## src/logic/xain_config.svh

```systemverilog
////////////////////
// bridge register map and pll table size
// reconfiguration pause length
// raster geometry and test picture level
////////////////////
`ifndef XAIN_CONFIG_SVH
`define XAIN_CONFIG_SVH

// bridge register addresses
`define XAIN_ADDR_RESET      32'hF000_0000  // reset switch, bit 0
`define XAIN_ADDR_DIP        32'hF100_0000  // dip bytes 0 and 1
`define XAIN_ADDR_MOD        32'hF200_0000  // modifier byte
`define XAIN_ADDR_INPUTS     32'hFC00_0000  // player bytes, read only

// pll reconfiguration
`define XAIN_PLL_PARAM_COUNT 9    // address/data pairs per table
`define XAIN_RECONFIG_WAIT   255  // settle clocks before streaming

// raster, 400 x 512 = 204800 clocks per frame
`define XAIN_H_TOTAL         400
`define XAIN_H_ACTIVE        320
`define XAIN_H_BPORCH        10
`define XAIN_V_TOTAL         512
`define XAIN_V_ACTIVE        240
`define XAIN_V_BPORCH        10
`define XAIN_HS_OFFSET       3      // hs a few clocks after vs
`define XAIN_GREY            8'd60  // per channel

`endif
```

## src/logic/xain_pkg.sv

```systemverilog
////////////////////
// shared vector types and fsm encodings
////////////////////
package xain_pkg;

  // host bridge
  typedef logic [31:0] bridge_addr_t;
  typedef logic [31:0] bridge_data_t;

  // settings and inputs
  typedef logic [7:0]  switch_byte_t;   // dip or modifier byte
  typedef logic [15:0] key_map_t;       // pocket controller bitmap
  typedef logic [7:0]  player_byte_t;   // active low, game order

  // pll configuration port
  typedef logic [5:0]  pll_addr_t;
  typedef logic [31:0] pll_data_t;
  typedef logic [4:0]  param_idx_t;     // table entry

  // video
  typedef logic [9:0]  raster_pos_t;
  typedef logic [23:0] rgb_t;           // r in 23:16, b in 7:0

  // refresh mode, follows modifier bit 2
  typedef enum logic {
    VIDEO_57HZ = 1'b0,
    VIDEO_60HZ = 1'b1
  } video_timing_t;

  typedef enum logic [1:0] {
    RC_IDLE   = 2'd0,  // watching for a mode change
    RC_WAIT   = 2'd1,  // pause before streaming
    RC_STREAM = 2'd2,  // table writes
    RC_RELOCK = 2'd3   // waiting on pll lock
  } reconfig_state_t;

endpackage

```

## src/logic/raster_counter.sv

```systemverilog
////////////////////
// raster position bundle
// horizontal and vertical counters
////////////////////
`timescale 1ns/1ps
`include "xain_config.svh"

interface raster_if import xain_pkg::*; ();

  raster_pos_t x;
  raster_pos_t y;
  logic        frame_start;  // x and y both zero
  logic        line_start;   // x zero

  modport src (output x, y, frame_start, line_start);
  modport dst (input  x, y, frame_start, line_start);

endinterface

module raster_counter import xain_pkg::*; (
  input  logic   clk_74a,
  input  logic   reset_n,
  raster_if.src  raster
);

  // free running, never stalls
  always_ff @(posedge clk_74a or negedge reset_n) begin
    if (!reset_n) begin
      raster.x <= '0;
      raster.y <= '0;
    end else if (raster.x == `XAIN_H_TOTAL - 1) begin
      raster.x <= '0;                       // end of line
      if (raster.y == `XAIN_V_TOTAL - 1) raster.y <= '0;
      else raster.y <= raster.y + 1'b1;
    end else begin
      raster.x <= raster.x + 1'b1;
    end
  end

  // marks line up with the position they describe
  assign raster.line_start  = (raster.x == '0);
  assign raster.frame_start = raster.line_start && (raster.y == '0);

endmodule

```

## src/logic/settings_if.sv

```systemverilog
////////////////////
// settings bundle from the register file
////////////////////
`timescale 1ns/1ps

interface settings_if import xain_pkg::*; ();

  logic         reset_sw;  // core reset request
  switch_byte_t dip_sw0;
  switch_byte_t dip_sw1;
  switch_byte_t mod_sw;    // bit 2 selects 60 hz

  // register file side
  modport regs (output reset_sw, dip_sw0, dip_sw1, mod_sw);

  // consumers, all plain levels
  modport user (input reset_sw, dip_sw0, dip_sw1, mod_sw);

endinterface

```

## src/logic/xain_pocket_top.sv

```systemverilog
////////////////////
// housekeeping top level
// settings, inputs, pll sequencer, test raster
////////////////////
`timescale 1ns/1ps

module xain_pocket_top import xain_pkg::*; (
  input  logic         clk_74a,
  input  logic         reset_n,
  // host bridge
  input  bridge_addr_t bridge_addr,
  input  logic         bridge_wr,
  input  bridge_data_t bridge_wr_data,
  output bridge_data_t bridge_rd_data,
  // controllers
  input  key_map_t     cont1_key,
  input  key_map_t     cont2_key,
  output player_byte_t player1,
  output player_byte_t player2,
  output switch_byte_t dip_sw0,
  output switch_byte_t dip_sw1,
  // pll configuration port
  input  logic         pll_locked,
  input  logic         cfg_waitrequest,
  output logic         cfg_write,
  output pll_addr_t    cfg_address,
  output pll_data_t    cfg_data,
  output logic         reconfig_pause,
  output logic         core_reset,
  // video to scaler
  output rgb_t         video_rgb,
  output logic         video_de,
  output logic         video_hs,
  output logic         video_vs
);

  settings_if i_settings ();
  raster_if   i_raster ();

  // dips go straight to the game
  assign dip_sw0 = i_settings.dip_sw0;
  assign dip_sw1 = i_settings.dip_sw1;

  ////////////////////
  // settings path
  ////////////////////

  input_mapper i_input_mapper (
    .clk_74a   (clk_74a),
    .reset_n   (reset_n),
    .cont1_key (cont1_key),
    .cont2_key (cont2_key),
    .player1   (player1),
    .player2   (player2)
  );

  bridge_regs i_bridge_regs (
    .clk_74a        (clk_74a),
    .reset_n        (reset_n),
    .bridge_addr    (bridge_addr),
    .bridge_wr      (bridge_wr),
    .bridge_wr_data (bridge_wr_data),
    .player1        (player1),
    .player2        (player2),
    .bridge_rd_data (bridge_rd_data),
    .settings       (i_settings.regs)
  );

  pll_reconfig_seq i_pll_reconfig_seq (
    .clk_74a         (clk_74a),
    .reset_n         (reset_n),
    .settings        (i_settings.user),
    .pll_locked      (pll_locked),
    .cfg_waitrequest (cfg_waitrequest),
    .cfg_write       (cfg_write),
    .cfg_address     (cfg_address),
    .cfg_data        (cfg_data),
    .reconfig_pause  (reconfig_pause),
    .core_reset      (core_reset)
  );

  ////////////////////
  // video path
  ////////////////////

  raster_counter i_raster_counter (
    .clk_74a (clk_74a),
    .reset_n (reset_n),
    .raster  (i_raster.src)
  );

  video_output_stage i_video_output_stage (
    .clk_74a        (clk_74a),
    .reset_n        (reset_n),
    .raster         (i_raster.dst),
    .reconfig_pause (reconfig_pause),   // blanks while clocks move
    .video_rgb      (video_rgb),
    .video_de       (video_de),
    .video_hs       (video_hs),
    .video_vs       (video_vs)
  );

endmodule

```

## src/logic/video_output_stage.sv

```systemverilog
////////////////////
// registered syncs, data enable and colour
// picture blanks during pll reconfiguration
////////////////////
`timescale 1ns/1ps
`include "xain_config.svh"

module video_output_stage import xain_pkg::*; (
  input  logic   clk_74a,
  input  logic   reset_n,
  raster_if.dst  raster,
  input  logic   reconfig_pause,
  output rgb_t   video_rgb,
  output logic   video_de,
  output logic   video_hs,
  output logic   video_vs
);

  logic line_active;  // current line inside the vertical window
  logic de_next;

  // line_active settles at x = 1, long before the window opens
  assign de_next = line_active &&
                   (raster.x >= `XAIN_H_BPORCH) &&
                   (raster.x <  `XAIN_H_BPORCH + `XAIN_H_ACTIVE);

  always_ff @(posedge clk_74a or negedge reset_n) begin
    if (!reset_n) begin
      video_vs    <= 1'b0;
      video_hs    <= 1'b0;
      video_de    <= 1'b0;
      line_active <= 1'b0;
    end else begin
      video_vs <= raster.frame_start;                 // one clock per frame
      video_hs <= (raster.x == `XAIN_HS_OFFSET);      // trails vs, never together
      video_de <= de_next;
      if (raster.line_start) begin                    // vertical test once a line
        line_active <= (raster.y >= `XAIN_V_BPORCH) &&
                       (raster.y <  `XAIN_V_BPORCH + `XAIN_V_ACTIVE);
      end
    end
  end

  // flat grey, black outside the window or while paused
  always_ff @(posedge clk_74a) begin
    video_rgb <= (de_next && !reconfig_pause) ? {3{`XAIN_GREY}} : '0;
  end

endmodule

```

## src/logic/pll_reconfig_seq.sv

```systemverilog
////////////////////
// refresh-mode change detect and pause timer
// pll table streaming over the config port
// core reset from switch and first lock
////////////////////
`timescale 1ns/1ps
`include "xain_config.svh"

module pll_reconfig_seq import xain_pkg::*; (
  input  logic      clk_74a,
  input  logic      reset_n,
  settings_if.user  settings,
  input  logic      pll_locked,
  input  logic      cfg_waitrequest,
  output logic      cfg_write,
  output pll_addr_t cfg_address,
  output pll_data_t cfg_data,
  output logic      reconfig_pause,
  output logic      core_reset
);

  // register order is the same for both modes
  localparam pll_addr_t tbl_addr [`XAIN_PLL_PARAM_COUNT] = '{
    6'h00,                             // waitrequest mode
    6'h04, 6'h03,                      // m, n counters
    6'h05, 6'h05, 6'h05, 6'h05,        // c counters
    6'h08,                             // bandwidth
    6'h02                              // start reconfigure
  };
  localparam pll_data_t tbl_57hz [`XAIN_PLL_PARAM_COUNT] = '{
    32'h0000_0000, 32'h0000_4040, 32'h0002_0605,
    32'h0002_0504, 32'h0004_0909, 32'h0008_4848,
    32'h000C_4848, 32'h0000_0002, 32'h0000_0000
  };
  localparam pll_data_t tbl_60hz [`XAIN_PLL_PARAM_COUNT] = '{
    32'h0000_0000, 32'h0000_4F4F, 32'h0002_0706,  // m and n differ
    32'h0002_0504, 32'h0004_0909, 32'h0008_4848,
    32'h000C_4848, 32'h0000_0003, 32'h0000_0000
  };

  reconfig_state_t state;
  video_timing_t   timing_lat;   // mode the pll was last set for
  video_timing_t   timing_req;
  param_idx_t      param_idx;
  logic [7:0]      wait_cnt;
  logic            seen_locked;  // pll locked at least once
  logic            unstalled;

  assign timing_req = video_timing_t'(settings.mod_sw[2]);
  assign unstalled  = ~cfg_waitrequest;   // port busy freezes everything
  assign core_reset = settings.reset_sw | ~seen_locked;

  ////////////////////
  // sequencer
  ////////////////////

  always_ff @(posedge clk_74a or negedge reset_n) begin
    if (!reset_n) begin
      state          <= RC_IDLE;
      timing_lat     <= VIDEO_57HZ;
      param_idx      <= '0;
      wait_cnt       <= '0;
      reconfig_pause <= 1'b0;
      cfg_write      <= 1'b0;
      seen_locked    <= 1'b0;
    end else begin
      cfg_write <= 1'b0;                  // single-cycle strobe
      if (pll_locked) seen_locked <= 1'b1;
      if (unstalled) begin
        case (state)
          RC_IDLE: begin
            if (pll_locked && timing_req != timing_lat) begin
              timing_lat     <= timing_req;
              reconfig_pause <= 1'b1;     // hold the picture
              wait_cnt       <= '0;
              state          <= RC_WAIT;
            end
          end
          RC_WAIT: begin
            wait_cnt <= wait_cnt + 8'd1;
            if (wait_cnt == 8'(`XAIN_RECONFIG_WAIT - 1)) begin
              param_idx <= '0;
              state     <= RC_STREAM;
            end
          end
          RC_STREAM: begin
            cfg_write <= 1'b1;
            param_idx <= param_idx + 5'd1;
            if (param_idx == 5'(`XAIN_PLL_PARAM_COUNT - 1)) state <= RC_RELOCK;
          end
          RC_RELOCK: begin
            if (pll_locked) begin         // new clocks are stable
              reconfig_pause <= 1'b0;
              state          <= RC_IDLE;
            end
          end
          default: state <= RC_IDLE;
        endcase
      end
    end
  end

  // entry payload, loaded alongside the write strobe
  always_ff @(posedge clk_74a) begin
    if (state == RC_STREAM && unstalled) begin
      cfg_address <= tbl_addr[param_idx[3:0]];
      cfg_data    <= (timing_lat == VIDEO_60HZ) ? tbl_60hz[param_idx[3:0]]
                                                : tbl_57hz[param_idx[3:0]];
    end
  end

endmodule

```

## src/logic/bridge_regs.sv

```systemverilog
////////////////////
// host bridge settings registers
// reset switch, dip bytes, modifier byte
// combinational read-data decode
////////////////////
`timescale 1ns/1ps
`include "xain_config.svh"

module bridge_regs import xain_pkg::*; (
  input  logic         clk_74a,
  input  logic         reset_n,
  input  bridge_addr_t bridge_addr,
  input  logic         bridge_wr,
  input  bridge_data_t bridge_wr_data,
  input  player_byte_t player1,
  input  player_byte_t player2,
  output bridge_data_t bridge_rd_data,
  settings_if.regs     settings
);

  ////////////////////
  // writes
  ////////////////////

  // exact address match, the host only pokes the base
  always_ff @(posedge clk_74a or negedge reset_n) begin
    if (!reset_n) begin
      settings.reset_sw <= 1'b0;
      settings.dip_sw0  <= '0;
      settings.dip_sw1  <= '0;
      settings.mod_sw   <= '0;   // 57 hz
    end else if (bridge_wr) begin
      case (bridge_addr)
        `XAIN_ADDR_RESET: begin
          settings.reset_sw <= bridge_wr_data[0];
        end
        `XAIN_ADDR_DIP: begin
          settings.dip_sw0 <= bridge_wr_data[7:0];
          settings.dip_sw1 <= bridge_wr_data[15:8];
        end
        `XAIN_ADDR_MOD: begin
          settings.mod_sw <= bridge_wr_data[7:0];
        end
        default: begin
          // inputs address and holes ignore writes
        end
      endcase
    end
  end

  ////////////////////
  // reads
  ////////////////////

  always_comb begin
    case (bridge_addr)
      `XAIN_ADDR_RESET:  bridge_rd_data = {31'd0, settings.reset_sw};
      `XAIN_ADDR_DIP:    bridge_rd_data = {16'd0, settings.dip_sw1, settings.dip_sw0};
      `XAIN_ADDR_MOD:    bridge_rd_data = {24'd0, settings.mod_sw};
      `XAIN_ADDR_INPUTS: bridge_rd_data = {16'd0, player2, player1};  // live pad state
      default:           bridge_rd_data = '0;                         // unmapped
    endcase
  end

endmodule

```

## src/logic/input_mapper.sv

```systemverilog
////////////////////
// controller keys to player bytes
////////////////////
`timescale 1ns/1ps

module input_mapper import xain_pkg::*; (
  input  logic         clk_74a,
  input  logic         reset_n,
  input  key_map_t     cont1_key,
  input  key_map_t     cont2_key,
  output player_byte_t player1,
  output player_byte_t player2
);

  // game order, msb first
  // player1: start2 start1 sw2 sw1 down up left right
  // player2: coin2 coin1 sw2 sw1 down up left right
  always_ff @(posedge clk_74a or negedge reset_n) begin
    if (!reset_n) begin
      player1 <= '1;  // nothing pressed
      player2 <= '1;
    end else begin
      player1 <= {cont2_key[15], cont1_key[15],             // starts
                  cont1_key[5],  cont1_key[4],              // buttons
                  cont1_key[1],  cont1_key[0],              // down, up
                  cont1_key[2],  cont1_key[3]};             // left, right
      player2 <= {cont2_key[14], cont1_key[14],             // coins on select
                  cont2_key[5],  cont2_key[4],
                  cont2_key[1],  cont2_key[0],
                  cont2_key[2],  cont2_key[3]};
    end
  end

endmodule

```

## config.mk

```make
export PLATFORM = sky130hd
export DESIGN_NAME = xain_pocket_top
export DESIGN_NICKNAME = d
export VERILOG_FILES = /design/src/logic/xain_pkg.sv /design/src/logic/raster_counter.sv /design/src/logic/settings_if.sv /design/src/logic/xain_pocket_top.sv /design/src/logic/video_output_stage.sv /design/src/logic/pll_reconfig_seq.sv /design/src/logic/bridge_regs.sv /design/src/logic/input_mapper.sv
export VERILOG_INCLUDE_DIRS = /design/src /design/src/logic
export SDC_FILE = /design/constraint.sdc
export NUM_CORES = 1
export LEC_CHECK = 0
export ABC_AREA = 1
export BUFFER_PORTS_ARGS = -buffer_cell sky130_fd_sc_hd__buf_2
export CELL_PAD_IN_SITES_DETAIL_PLACEMENT = 1
export CELL_PAD_IN_SITES_GLOBAL_PLACEMENT = 1
export CORE_MARGIN = 4
export CORE_UTILIZATION = 35
export DETAILED_ROUTE_END_ITERATION = 8
export HOLD_SLACK_MARGIN = 0.15
export PLACE_DENSITY_LB_ADDON = 0.1
export RECOVER_POWER = 100
export SLEW_MARGIN = 20
export SYNTH_ARGS = -nofsm -noshare
export SYNTH_HDL_FRONTEND = slang
export SYNTH_HIERARCHICAL = 1
export SYNTH_SLANG_ARGS = --single-unit
```

## constraint.sdc

```tcl
create_clock -name clk_74a -period 2.6 [get_ports clk_74a]
set_clock_uncertainty 0.05 [all_clocks]
set_input_delay 0.39 -clock clk_74a [delete_from_list [all_inputs] [get_ports clk_74a]]
set_output_delay 0.39 -clock clk_74a [all_outputs]
set_load 0.005 [all_outputs]
```

Yosys cells after proc, flatten, opt, wreduce, memory -nomap -nowiden
Memories as Yosys holds them, arrays and structs flattened. A register that Yosys moved wholly into a read port is not among the register bits.
Index checks and enable logic that the tools add are counted.
- $add $sub $neg: 4
- $mul: 0
- divide/modulo/power cells: 0
- order comparisons: 5
- equality and inequality tests: 17
- shift-type cells: 0
- muxes and demuxes: 23
- bitwise operators: 4
- reduce and logical (&&, ||, !) cells: 22
- operators by type and width (kind ; count):
    32-bit two-way mux ; 5
    32-bit equality test (second input constant) ; 4
    16-bit case mux with 4 select lines ; 1
    22-bit two-way mux ; 1
    10-bit by 1-bit adder with 10-bit output (second input constant) ; 2
    10-bit by 9-bit equality test with 1-bit output (second input constant) ; 2
    10-bit by 4-bit greater-or-equal comparator with 1-bit output (second input constant) ; 2
    10-bit logical NOT ; 2
    10-bit two-way mux ; 2
    8-bit case mux with 2 select lines ; 1
    10-bit by 2-bit equality test with 1-bit output (second input constant) ; 1
    10-bit by 8-bit less-than comparator with 1-bit output (second input constant) ; 1
    10-bit by 9-bit less-than comparator with 1-bit output (second input constant) ; 1
    5-bit case mux with 2 select lines ; 1
    3-bit AND reduction ; 3
    8-bit by 1-bit adder with 8-bit output (second input constant) ; 1
    8-bit equality test (second input constant) ; 1
    2-bit two-way mux ; 4
    8-bit two-way mux ; 1
    2-bit case mux with 4 select lines ; 1
    1-bit logical AND ; 7
    2-bit by 1-bit inequality test with 1-bit output (second input constant) ; 3
    2-bit AND reduction ; 3
    2-bit nonzero test ; 3
    17 further kinds ; 22
- register bits after elaboration: 140
- latch bits: 0
- bits in writable memories: 0
- ROM bits: 1120
- input port bits: 101
- output and inout bits: 132
- word-level logic and storage cells: 99
- memories kept: 3
- memories (name ; depth ; bits a word ; read ports ; clocked after Yosys merged registers in ; write ports ; line ; text):
    (no name shown) ; 16 ; 32 ; 1 ; 0 ; 0 ; pll_reconfig_seq.sv:108 ; : tbl_57hz[param_idx[3:0]];
    (no name shown) ; 16 ; 32 ; 1 ; 0 ; 0 ; pll_reconfig_seq.sv:107 ; cfg_data <= (timing_lat == VIDEO_60HZ) ? tbl_60hz[param_idx[3:0]]
    (no name shown) ; 16 ; 6 ; 1 ; 1 ; 0 ; pll_reconfig_seq.sv:106 ; cfg_address <= tbl_addr[param_idx[3:0]];

Logic depth before layout (Yosys ltp)
Gate-level depths: netlist of the first run.
- depth after elaboration: 5
- mapped depth: 11
- gate-level depth less buffers: 11

Modules after synthesis
The synthesis of the first run kept the hierarchy.
- modules (own cells, without submodules) (module ; instances ; cells an instance ; area an instance (um^2) ; sequential area each (um^2)):
    pll_reconfig_seq ; 1 ; 236 ; 2021.9 ; 895.9
    bridge_regs ; 1 ; 245 ; 1843.0 ; 625.6
    raster_counter ; 1 ; 144 ; 1154.9 ; 500.5
    video_output_stage ; 1 ; 74 ; 508.0 ; 120.1
    input_mapper ; 1 ; 16 ; 420.4 ; 420.4

Worst setup path after synthesis of the first run
No wires, ideal clock.
- path type: register to register
- start point: register i_pll_reconfig_seq.state[0]
- end point: register i_pll_reconfig_seq.cfg_address[0], enable pin
- data arrival time: 1.484 ns
- data required time: 2.160 ns
- setup slack: 0.675 ns
- cell stages (with the launch flop): 5
- buffers on the path: 0
- clock period less this slack: 1.925 ns
- cells stage by stage: dfrtp_1 > inv_1 > ha_1 > inv_1 > nor2_1
- word-level cells in the longest chain between the ends: 2
- RTL lines (what ; line ; text):
    from (decl) ; pll_reconfig_seq.sv:41 ; reconfig_state_t state;
    from (signal assigned) ; pll_reconfig_seq.sv:59 ; state <= RC_IDLE;
    from (signal assigned) ; pll_reconfig_seq.sv:76 ; state <= RC_WAIT;
    from (signal assigned) ; pll_reconfig_seq.sv:83 ; state <= RC_STREAM;
    2-bit equality test ; pll_reconfig_seq.sv:105 ; if (state == RC_STREAM && unstalled) begin
    1-bit logical AND ; pll_reconfig_seq.sv:105 ;
    to (decl) ; pll_reconfig_seq.sv:16 ; output pll_addr_t cfg_address,
No other way between the ends.
A chain may end at the register's enable or synchronous reset.

Worst setup path in the final report of the first run
- start point: input bridge_addr[16]
- end point: output bridge_rd_data[8]
- word-level cells in the longest chain between the ends: 2
- elaborated cells between the ends (all ways): 5
- classes of those cells: 4 x eq/ne; 1 x mux
- RTL lines (what ; line ; text):
    from (decl) ; xain_pocket_top.sv:11 ; input bridge_addr_t bridge_addr,
    32-bit equality test ; bridge_regs.sv:56 ; case (bridge_addr)
    16-bit case mux with 4 select lines (*) ; bridge_regs.sv:56 ;
    to (decl) ; xain_pocket_top.sv:14 ; output bridge_data_t bridge_rd_data,
Every way passes the cells marked *; elsewhere a longest branch is shown, timed or not.

==> tab_implementation.tex, run 1 <==
\begin{tabular}{lr}
\hline
Metric & Value \\
\hline
\multicolumn{2}{l}{\textbf{STA}} \\
\quad Final period demand of the worst path & 2.39 ns \\
\quad Unrepaired setup endpoints after global routing & no \\
\quad Count of endpoints failing hold in the final timing report & 0 \\
\quad Transition time at the pin with the least slew margin & about 1.7 ns \\
\quad Slew Limit Headroom & -11.6\% \\
\quad Setup violation total in the final timing report & 0 \\
\quad Final Cycle Share & 91.8\% \\
\quad Accumulated negative setup slack & 0 ns \\
\quad Max-slew violation total from the final report & 28 \\
\quad Timing-limited maximum frequency & approximately 420 MHz \\
\multicolumn{2}{l}{\textbf{Global route}} \\
\quad Maximum number of pins on one net before global-route repair & 38 \\
\quad Antenna violations before repair & 0 \\
\quad Gr usage total & 16.6\% \\
\quad Vias in the first global route & between 5k and 6k \\
\quad Gr ovfl total & 0 \\
\quad First-pass GRT wire length & about 27 mm \\
\multicolumn{2}{l}{\textbf{Setup path}} \\
\quad R2R cell count & 7 \\
\quad Cell type with the highest occurrence count on the critical path & sky130\_fd\_sc\_hd\_\_nand2\_1 \\
\quad Startpoint of the worst register-to-register path & i\_raster\_counter/raster.x[1] \\
\quad Peak per-stage delay on the critical path & 0.47 ns \\
\quad Cell type of the slowest stage on the worst timing path & sky130\_fd\_sc\_hd\_\_and2\_1 \\
\quad Startpoint type of the worst setup path & primary input \\
\quad Count of buffering cells on the critical path with inverters included & 3 \\
\quad Cell-by-cell trace of the critical path & buf\_2 -> inv\_1 -> nand2\_1 -> nor2\_2 -> nand2\_4 -> nor2\_4 -> and2\_1 -> nand2\_1 -> nand2\_1 -> buf\_2 \\
\quad Endpoint of the worst setup timing path & bridge\_rd\_data[8] \\
\quad Reg2Reg Setup Slack & about 0.35 ns \\
\quad Cell family contributing the most delay on the critical path & simple AND/OR/NAND/NOR gates \\
\quad Critical path launch point & bridge\_addr[16] \\
\quad Worst EP arrival & around 2.0 ns \\
\quad Crit path depth & 10 \\
\quad Destination of the worst register-to-register timing path & i\_raster\_counter/raster.y[8] \\
\quad Largest driver fanout on the critical path & 10 \\
\quad Capturing element type of the critical path & output port \\
\quad Worst Path Required & about 2.2 ns \\
\quad Class of the most critical setup path & in2out \\
\multicolumn{2}{l}{\textbf{Synthesis}} \\
\quad Synth top cells by count & sky130\_fd\_sc\_hd\_\_nand2\_1 (163), sky130\_fd\_sc\_hd\_\_inv\_1 (89), sky130\_fd\_sc\_hd\_\_dfrtp\_1 (68), sky130\_fd\_sc\_hd\_\_buf\_4 (64), sky130\_fd\_sc\_hd\_\_nor2\_1 (59) \\
\quad FFs w/ async S/R, synth & 84.8\% \\
\quad Cell count after synthesis & approximately 720 \\
\quad Netlist cell types & 45 \\
\quad Main synth FF type & sky130\_fd\_sc\_hd\_\_dfrtp\_1 \\
\quad Count of synthesis-stage warnings from yosys & 6 \\
\quad Post-synthesis sequential area ratio & roughly 43\% \\
\quad Mean Syn Cell Area & approximately 8.3 um2 \\
\quad Cells taking the most area after synthesis & sky130\_fd\_sc\_hd\_\_dfrtp\_1 (29\%), sky130\_fd\_sc\_hd\_\_nand2\_1 (10\%), sky130\_fd\_sc\_hd\_\_buf\_4 (8.1\%), sky130\_fd\_sc\_hd\_\_dfstp\_2 (7.1\%), sky130\_fd\_sc\_hd\_\_edfxtp\_1 (7.1\%) \\
\quad Seq cells post-synth & between 90 and 100 \\
\quad Post-synth top area share & roughly 29\% \\
\quad Most used standard cell by instance count after synthesis & sky130\_fd\_sc\_hd\_\_nand2\_1 \\
\quad Cell area after technology mapping & about 6000 um2 \\
\quad Cell taking the most area after synthesis & sky130\_fd\_sc\_hd\_\_dfrtp\_1 \\
\quad Post-synth EDFFs & 14 \\
\multicolumn{2}{l}{\textbf{Route}} \\
\quad Mean routed wirelength per cell & 14.5 um \\
\quad Routed vias & about 4.9k \\
\quad Initial drt markers & 152 \\
\quad Number of nets with antenna violations after detailed routing & 0 \\
\quad Detailed Routing Iterations Pass 1 & 4 \\
\quad Total routed wirelength & between 15 and 20 mm \\
\quad Count of unresolved DRC violations after routing & 0 \\
\quad Via density & between 4 and 5 \\
\multicolumn{2}{l}{\textbf{Run}} \\
\quad Max-cap check violation count & 1 \\
\multicolumn{2}{l}{\textbf{CTS}} \\
\quad Clock latency of the later-clocked register in the worst-skew pair & 0.35 ns \\
\quad Deepest clock path buffer count & 2 \\
\quad Sink count of the clock tree & slightly below 100 \\
\quad CTS tree & built \\
\quad Total of cells resized after clock tree synthesis & 0 \\
\quad Hold-fix buffer count after cts & 17 \\
\quad Level count of the clock H-tree & 3 \\
\quad Clock-pin slew of the registers on the worst-case setup and hold paths & 0.07 ns \\
\quad Post-CTS setup repair buffer count & 0 \\
\quad Cell chosen for the clock root & sky130\_fd\_sc\_hd\_\_clkbuf\_16 \\
\quad TritonCTS Buffers & 9 \\
\multicolumn{2}{l}{\textbf{Pwr}} \\
\quad Static power due to leakage & 3.44 nW \\
\quad Power density cells & approximately 590 nW/um2 \\
\quad Worst IR Drop VDD & 0.322 mV \\
\multicolumn{2}{l}{\textbf{Floorplan}} \\
\quad Ports & approximately 230 \\
\quad Die outline area & 19,100 um2 \\
\quad Initial Util & between 30\% and 40\% \\
\quad Site row count & 47 \\
\quad Overall die height & 138 um \\
\quad Die width & about 140 um \\
\quad Core footprint & approximately 17,000 um2 \\
\multicolumn{2}{l}{\textbf{Layout}} \\
\quad Ratio of cells with drive above 1 in the final layout & between 20\% and 30\% \\
\quad Final Net Count & 988 \\
\quad Synth-to-Final Area Change & 15.6\% \\
\quad Final Core Density & about 41\% \\
\quad Antenna cells & 0 \\
\quad Total area of multi-input combinational cells & about 2400 um2 \\
\quad Number of fill cells in the layout & 2,140 \\
\quad Sequential standard cell area & 2560 um2 \\
\multicolumn{2}{l}{\textbf{Status}} \\
\quad Status & complete, but fails checks \\
\quad Failing checks & max-capacitance violations, max-slew violations \\
\multicolumn{2}{l}{\textbf{Place}} \\
\quad I/O Buffers & roughly 150 \\
\quad Routability-driven placement congestion ratio & about 0.83 \\
\quad Post-detail-place hpwl & $\sim$12 mm \\
\multicolumn{2}{l}{\textbf{Min path}} \\
\quad Hold path startpoint & bridge\_wr\_data[11] \\
\quad Class of the tightest hold or removal check & in2reg \\
\hline
\end{tabular}
[routing by layer]
| layer | wire, um | GRT usage, % | share of wire (%) |
|---|---|---|---|
| met5 | 0 | 0 | 0 |
| met4 | 208 | 4.94 | 1.3 |
| met3 | 685 | 2.97 | 4.3 |
| met2 | 8320 | 30.3 | 53 |
| met1 | 6620 | 20.0 | 42 |
[cell type report]
| type | count | share of cell area (%) |
|---|---|---|
| clock inverter | 7 | 1.33 |
| sequential | 99 | 37.3 |
| inverter | 96 | 5.26 |
| multi-input combinational | 491 | 35.5 |
| tap | 220 | 4.00 |
| timing repair buffer | 173 | 13.3 |
| clock buffer | 9 | 3.27 |
[metrics by stage]
stage          cells  hold slack [ns]  worst slack [ns]  total power, W  instance area (um2)
6_report        1095            0.228             0.213         0.00404                 6880
5_1_grt         1095            0.241            0.0520         0.00429                 6880
4_1_cts         1095            0.217             0.281         0.00414                 7110
3_5_place_dp    1062            0.296             0.286         0.00266                 6620
3_3_place_gp    1062            0.292             0.334         0.00262                 6620
2_1_floorplan    761           0.0444             0.675         0.00240                 6120
[placed cells by master (no fill, tap or decap), types with 3 or more instances in the layout]
cell type and instances:
sky130_fd_sc_hd__nand3_2 3, sky130_fd_sc_hd__or2_2 3, sky130_fd_sc_hd__o21ai_2 6, sky130_fd_sc_hd__nand2_1 166
sky130_fd_sc_hd__inv_1 92, sky130_fd_sc_hd__conb_1 49, sky130_fd_sc_hd__nand3_1 59, sky130_fd_sc_hd__buf_2 110
sky130_fd_sc_hd__nor2_1 65, sky130_fd_sc_hd__dfstp_2 7, sky130_fd_sc_hd__dfrtp_1 68, sky130_fd_sc_hd__nor3_1 3
sky130_fd_sc_hd__nor2_4 4, sky130_fd_sc_hd__dlygate4sd3_1 17, sky130_fd_sc_hd__and2_0 3, sky130_fd_sc_hd__ha_1 17
sky130_fd_sc_hd__nand2_4 3, sky130_fd_sc_hd__clkbuf_16 9, sky130_fd_sc_hd__inv_2 3, sky130_fd_sc_hd__nand2_2 10
sky130_fd_sc_hd__nand4_1 10, sky130_fd_sc_hd__edfxtp_1 14, sky130_fd_sc_hd__xnor2_1 3, sky130_fd_sc_hd__nor2_2 6
sky130_fd_sc_hd__dfstp_1 9, sky130_fd_sc_hd__clkbuf_1 43, sky130_fd_sc_hd__clkinv_2 3, sky130_fd_sc_hd__o21ai_0 46
sky130_fd_sc_hd__a21oi_1 14, sky130_fd_sc_hd__and2_1 4
[how the worst min path moves through the flow]
| stage | end | slack (ns) | depth (start not counted) |
|---|---|---|---|
| after floorplan | i_bridge_regs/settings.dip_sw0[0] | 0.04 | 0 |
| after global placement | i_bridge_regs/settings.dip_sw1[0] | 0.29 | 1 |
| after detailed placement | i_bridge_regs/settings.dip_sw1[0] | 0.30 | 1 |
| after CTS | i_bridge_regs/settings.dip_sw1[3] | 0.22 | 3 |
| after global routing | i_bridge_regs/settings.dip_sw1[4] | 0.24 | 3 |
| final | i_bridge_regs/settings.dip_sw1[3] | 0.23 | 3 |
[registers in the layout, indices dropped and copies added, names as in the netlist, 2 cells and up]
signal,count
i_pll_reconfig_seq/cfg_data,10
i_raster_counter/raster.x,10
i_raster_counter/raster.y,10
i_bridge_regs/settings.dip_sw0,8
i_bridge_regs/settings.dip_sw1,8
i_bridge_regs/settings.mod_sw,8
i_input_mapper/player1,8
i_input_mapper/player2,8
i_pll_reconfig_seq/wait_cnt,8
i_pll_reconfig_seq/param_idx,5
i_pll_reconfig_seq/cfg_address,4
i_pll_reconfig_seq/state,2
[tightest hold or removal path, delay by kind of cell]
family,cells,cell delay (ns)
AOI/OAI and AO/OA,1,0.05
buffers and inverters,2,0.14
[logic make-up after synthesis]
logic type / Yosys count / synth area share (%)
and+or+nand+nor: 346 / 28.2
buffers and inverters: 171 / 15.9
DFF: 99 / 43.1
AOI/OAI and AO/OA: 74 / 8.31
adders and majority gates: 17 / 3.58
xor gates and xnor gates: 5 / 0.736
other: 3 / 0.189
[report_power, final]
| part | internal (W) | switching [W] |
|---|---|---|
| Sequential | 0.00172 | 0.0000942 |
| Combinational | 0.000275 | 0.000503 |
| Clock | 0.000842 | 0.000604 |
No activity file was read; power rests on OpenSTA's default activity.
==> inputs of run 2 (changes only) <==
- REMOVE_ABC_BUFFERS: default -> 1
==> tab_implementation.tex, run 2 (same netlist as run 1, synthesis figures left out) <==
\begin{tabular}{lr}
\hline
Metric & Value \\
\hline
\multicolumn{2}{l}{\textbf{Floorplan}} \\
\quad Die outline area & $\sim$19,000 um2 \\
\quad Core footprint & 16,600 um2 \\
\quad Die width & approximately 140 um \\
\quad Initial Util & between 30\% and 40\% \\
\quad Site row count & 47 \\
\quad Overall die height & between 100 and 150 um \\
\quad Ports & about 230 \\
\multicolumn{2}{l}{\textbf{Route}} \\
\quad Met3 wirelength from detailed routing & roughly 850 um \\
\quad Routed vias & slightly below 5k \\
\quad Count of unresolved DRC violations after routing & 0 \\
\quad Met2 wirelength from detailed routing & approximately 7.8 mm \\
\quad Total routed wirelength & $\sim$16 mm \\
\quad Detailed Routing Iterations Pass 1 & 4 \\
\quad DR top layer & met4 \\
\quad Via density & 4.52 \\
\quad Wire length on met1 & between 7 and 8 mm \\
\quad Number of nets with antenna violations after detailed routing & 0 \\
\quad Mean routed wirelength per cell & between 10 and 15 um \\
\quad Initial drt markers & 158 \\
\multicolumn{2}{l}{\textbf{Pwr}} \\
\quad Share of total power in the clock network & a little over a third \\
\quad Static power due to leakage & 3.43 nW \\
\quad Switching share of power & between 20\% and 30\% \\
\quad Switching power summed over all nets & roughly 0.0012 W \\
\quad Internal Power & approximately 0.0028 W \\
\quad Portion of total power attributed to combinational logic & 19.6\% \\
\quad Worst IR Drop VDD & 0.325 mV \\
\quad Power density cells & 579 nW/um2 \\
\quad Sequential group share of total power & a little under half \\
\quad Design Power & about 0.004 W \\
\multicolumn{2}{l}{\textbf{Global route}} \\
\quad Antenna violations before repair & 2 \\
\quad Gr usage total & 16.9\% \\
\quad Maximum number of pins on one net before global-route repair & 38 \\
\quad First-pass GRT wire length & around 27 mm \\
\quad Vias in the first global route & 5,273 \\
\quad Gr ovfl total & 0 \\
\multicolumn{2}{l}{\textbf{CTS}} \\
\quad Clock latency of the later-clocked register in the worst-skew pair & approximately 0.35 ns \\
\quad Cell chosen for the clock root & sky130\_fd\_sc\_hd\_\_clkbuf\_16 \\
\quad Sink count of the clock tree & 99 \\
\quad CTS tree & built \\
\quad TritonCTS Buffers & 9 \\
\quad Level count of the clock H-tree & 3 \\
\quad Post-CTS setup repair buffer count & 0 \\
\quad Clock-pin slew of the registers on the worst-case setup and hold paths & 0.07 ns \\
\quad Deepest clock path buffer count & 2 \\
\multicolumn{2}{l}{\textbf{Setup path}} \\
\quad Peak per-stage delay on the critical path & 0.45 ns \\
\quad Largest driver fanout on the critical path & 10 \\
\quad R2R cell count & 7 \\
\quad Class of the most critical setup path & in2out \\
\quad Critical path launch point & bridge\_addr[13] \\
\quad Capturing element type of the critical path & output port \\
\quad Worst EP arrival & between 1.5 and 2 ns \\
\quad Endpoint of the worst setup timing path & bridge\_rd\_data[8] \\
\quad Crit path depth & 9 \\
\quad Startpoint type of the worst setup path & primary input \\
\quad Reg2Reg Setup Slack & between 0.5 and 0.6 ns \\
\quad Worst Path Required & between 2 and 2.5 ns \\
\quad Cell type of the slowest stage on the worst timing path & sky130\_fd\_sc\_hd\_\_and2\_1 \\
\quad Cell-by-cell trace of the critical path & buf\_2 -> nor2\_1 -> and2\_0 -> nand2\_1 -> nor2\_4 -> and2\_1 -> nand2\_1 -> nand2\_1 -> clkbuf\_1 \\
\quad Count of buffering cells on the critical path with inverters included & 2 \\
\quad Startpoint of the worst register-to-register path & i\_pll\_reconfig\_seq/state[1] \\
\quad Cell family contributing the most delay on the critical path & simple AND/OR/NAND/NOR gates \\
\quad Destination of the worst register-to-register timing path & i\_pll\_reconfig\_seq/wait\_cnt[0] \\
\quad Cell type with the highest occurrence count on the critical path & sky130\_fd\_sc\_hd\_\_nand2\_1 \\
\multicolumn{2}{l}{\textbf{STA}} \\
\quad Setup violation total in the final timing report & 0 \\
\quad Count of endpoints failing hold in the final timing report & 0 \\
\quad Final Cycle Share & about nine tenths \\
\quad Unrepaired setup endpoints after global routing & no \\
\quad Transition time at the pin with the least slew margin & $\sim$1.0 ns \\
\quad Final period demand of the worst path & between 2 and 2.5 ns \\
\quad Timing-limited maximum frequency & between 400 and 500 MHz \\
\quad Max-slew violation total from the final report & 0 \\
\quad Slew Limit Headroom & 31.8\% \\
\quad Accumulated negative setup slack & 0 ns \\
\multicolumn{2}{l}{\textbf{Layout}} \\
\quad Registers with the highest flip-flop counts & i\_pll\_reconfig\_seq/cfg\_data: 10 flops, i\_raster\_counter/raster.x: 10 flops, i\_raster\_counter/raster.y: 10 flops \\
\quad Ratio of cells with drive above 1 in the final layout & 19.3\% \\
\quad Number of fill cells in the layout & 2,134 \\
\quad Synth-to-Final Area Change & 15.7\% \\
\quad Final non-filler cell total & around 1.1k \\
\quad Most common cell after layout, fill and taps aside & sky130\_fd\_sc\_hd\_\_nand2\_1 \\
\quad Most frequent cells in the layout & sky130\_fd\_sc\_hd\_\_nand2\_1 (166), sky130\_fd\_sc\_hd\_\_buf\_2 (97), sky130\_fd\_sc\_hd\_\_inv\_1 (92) \\
\quad Final Net Count & 988 \\
\multicolumn{2}{l}{\textbf{Status}} \\
\quad Status & finished, final reports clean \\
\multicolumn{2}{l}{\textbf{Place}} \\
\quad Routability-driven placement congestion ratio & between 0.8 and 0.9 \\
\quad Post-detail-place hpwl & around 12 mm \\
\quad I/O Buffers & 151 \\
\quad Instance count after placement with tap cells included & roughly 1.1k \\
\multicolumn{2}{l}{\textbf{Run}} \\
\quad Max-cap check violation count & 0 \\
\multicolumn{2}{l}{\textbf{Min path}} \\
\quad Class of the tightest hold or removal check & in2reg \\
\hline
\end{tabular}
run 2: cell count changes in the layout (fill, tap and decap cells not counted), moves of 3 or more:
cell                       before  now
sky130_fd_sc_hd__diode_2        0    3
sky130_fd_sc_hd__clkbuf_1      43   55
sky130_fd_sc_hd__clkbuf_2       0    3
sky130_fd_sc_hd__buf_2        110   97
sky130_fd_sc_hd__clkinv_2       3    0
run 2: worst min-delay path by stage:
stage / start / to / slack (ns) / depth (start not counted)
floorplan: reset_n / i_bridge_regs/settings.dip_sw0[0] / 0.04 / 0
global placement: reset_n / i_pll_reconfig_seq/cfg_write / 0.37 / 1
detailed placement: reset_n / i_pll_reconfig_seq/param_idx[3] / 0.36 / 1
CTS: bridge_wr_data[13] / i_bridge_regs/settings.dip_sw1[5] / 0.21 / 3
global route: bridge_wr_data[10] / i_bridge_regs/settings.dip_sw1[2] / 0.22 / 3
finish: bridge_wr_data[13] / i_bridge_regs/settings.dip_sw1[5] / 0.23 / 3
run 2: layout make-up:
type                            instances  area, um2  area share (%)
Clock buffer                           13        260            3.78
Inverter                               96        363            5.27
Antenna cell                            3       7.51           0.109
Multi-Input combinational cell        491       2470            35.8
Timing Repair Buffer                  173        901            13.1
Sequential cell                        99       2560            37.2
Tap cell                              220        275            4.00
Clock inverter                          3       47.5           0.691
run 2: tightest hold or removal path: stages:
cell,delay [ns]
sky130_fd_sc_hd__buf_2,0.09
sky130_fd_sc_hd__inv_1,0.05
sky130_fd_sc_hd__o21ai_2,0.05
run 2: metal layers:
metal | vias up | track usage (%)
li1 | 2448 | -
met2 | 137 | 29.1
met1 | 2359 | 21.7
met3 | 16 | 3.14
met5 | - | 0
met4 | 0 | 5.04
run 2: stage by stage:
step	util [%]	worst slack (ns)	instance area, um2	hold WS [ns]
after floorplan	-	0.675	5540	0.0444
after global placement	39.8	0.321	6620	0.367
after detailed placement	39.8	0.245	6620	0.362
after CTS	42.7	0.247	7100	0.210
after global routing	41.4	0.0960	6880	0.225
final	41.4	0.240	6880	0.227
run 2: timing repair:
item	in CTS	in global routing
endpoints found under the setup margin	0	0
hold buffers	17	0
gates resized for setup	0	0
endpoints found under the hold margin	50	0
run 2: power by group through the flow:
stage                     combinational (W)  clock (W)  sequential (W)
after floorplan                    0.000492          0         0.00183
after global placement             0.000785          0         0.00184
after detailed placement           0.000823          0         0.00184
after CTS                          0.000849    0.00145         0.00181
after global routing               0.000915    0.00152         0.00183
final                              0.000782    0.00139         0.00181
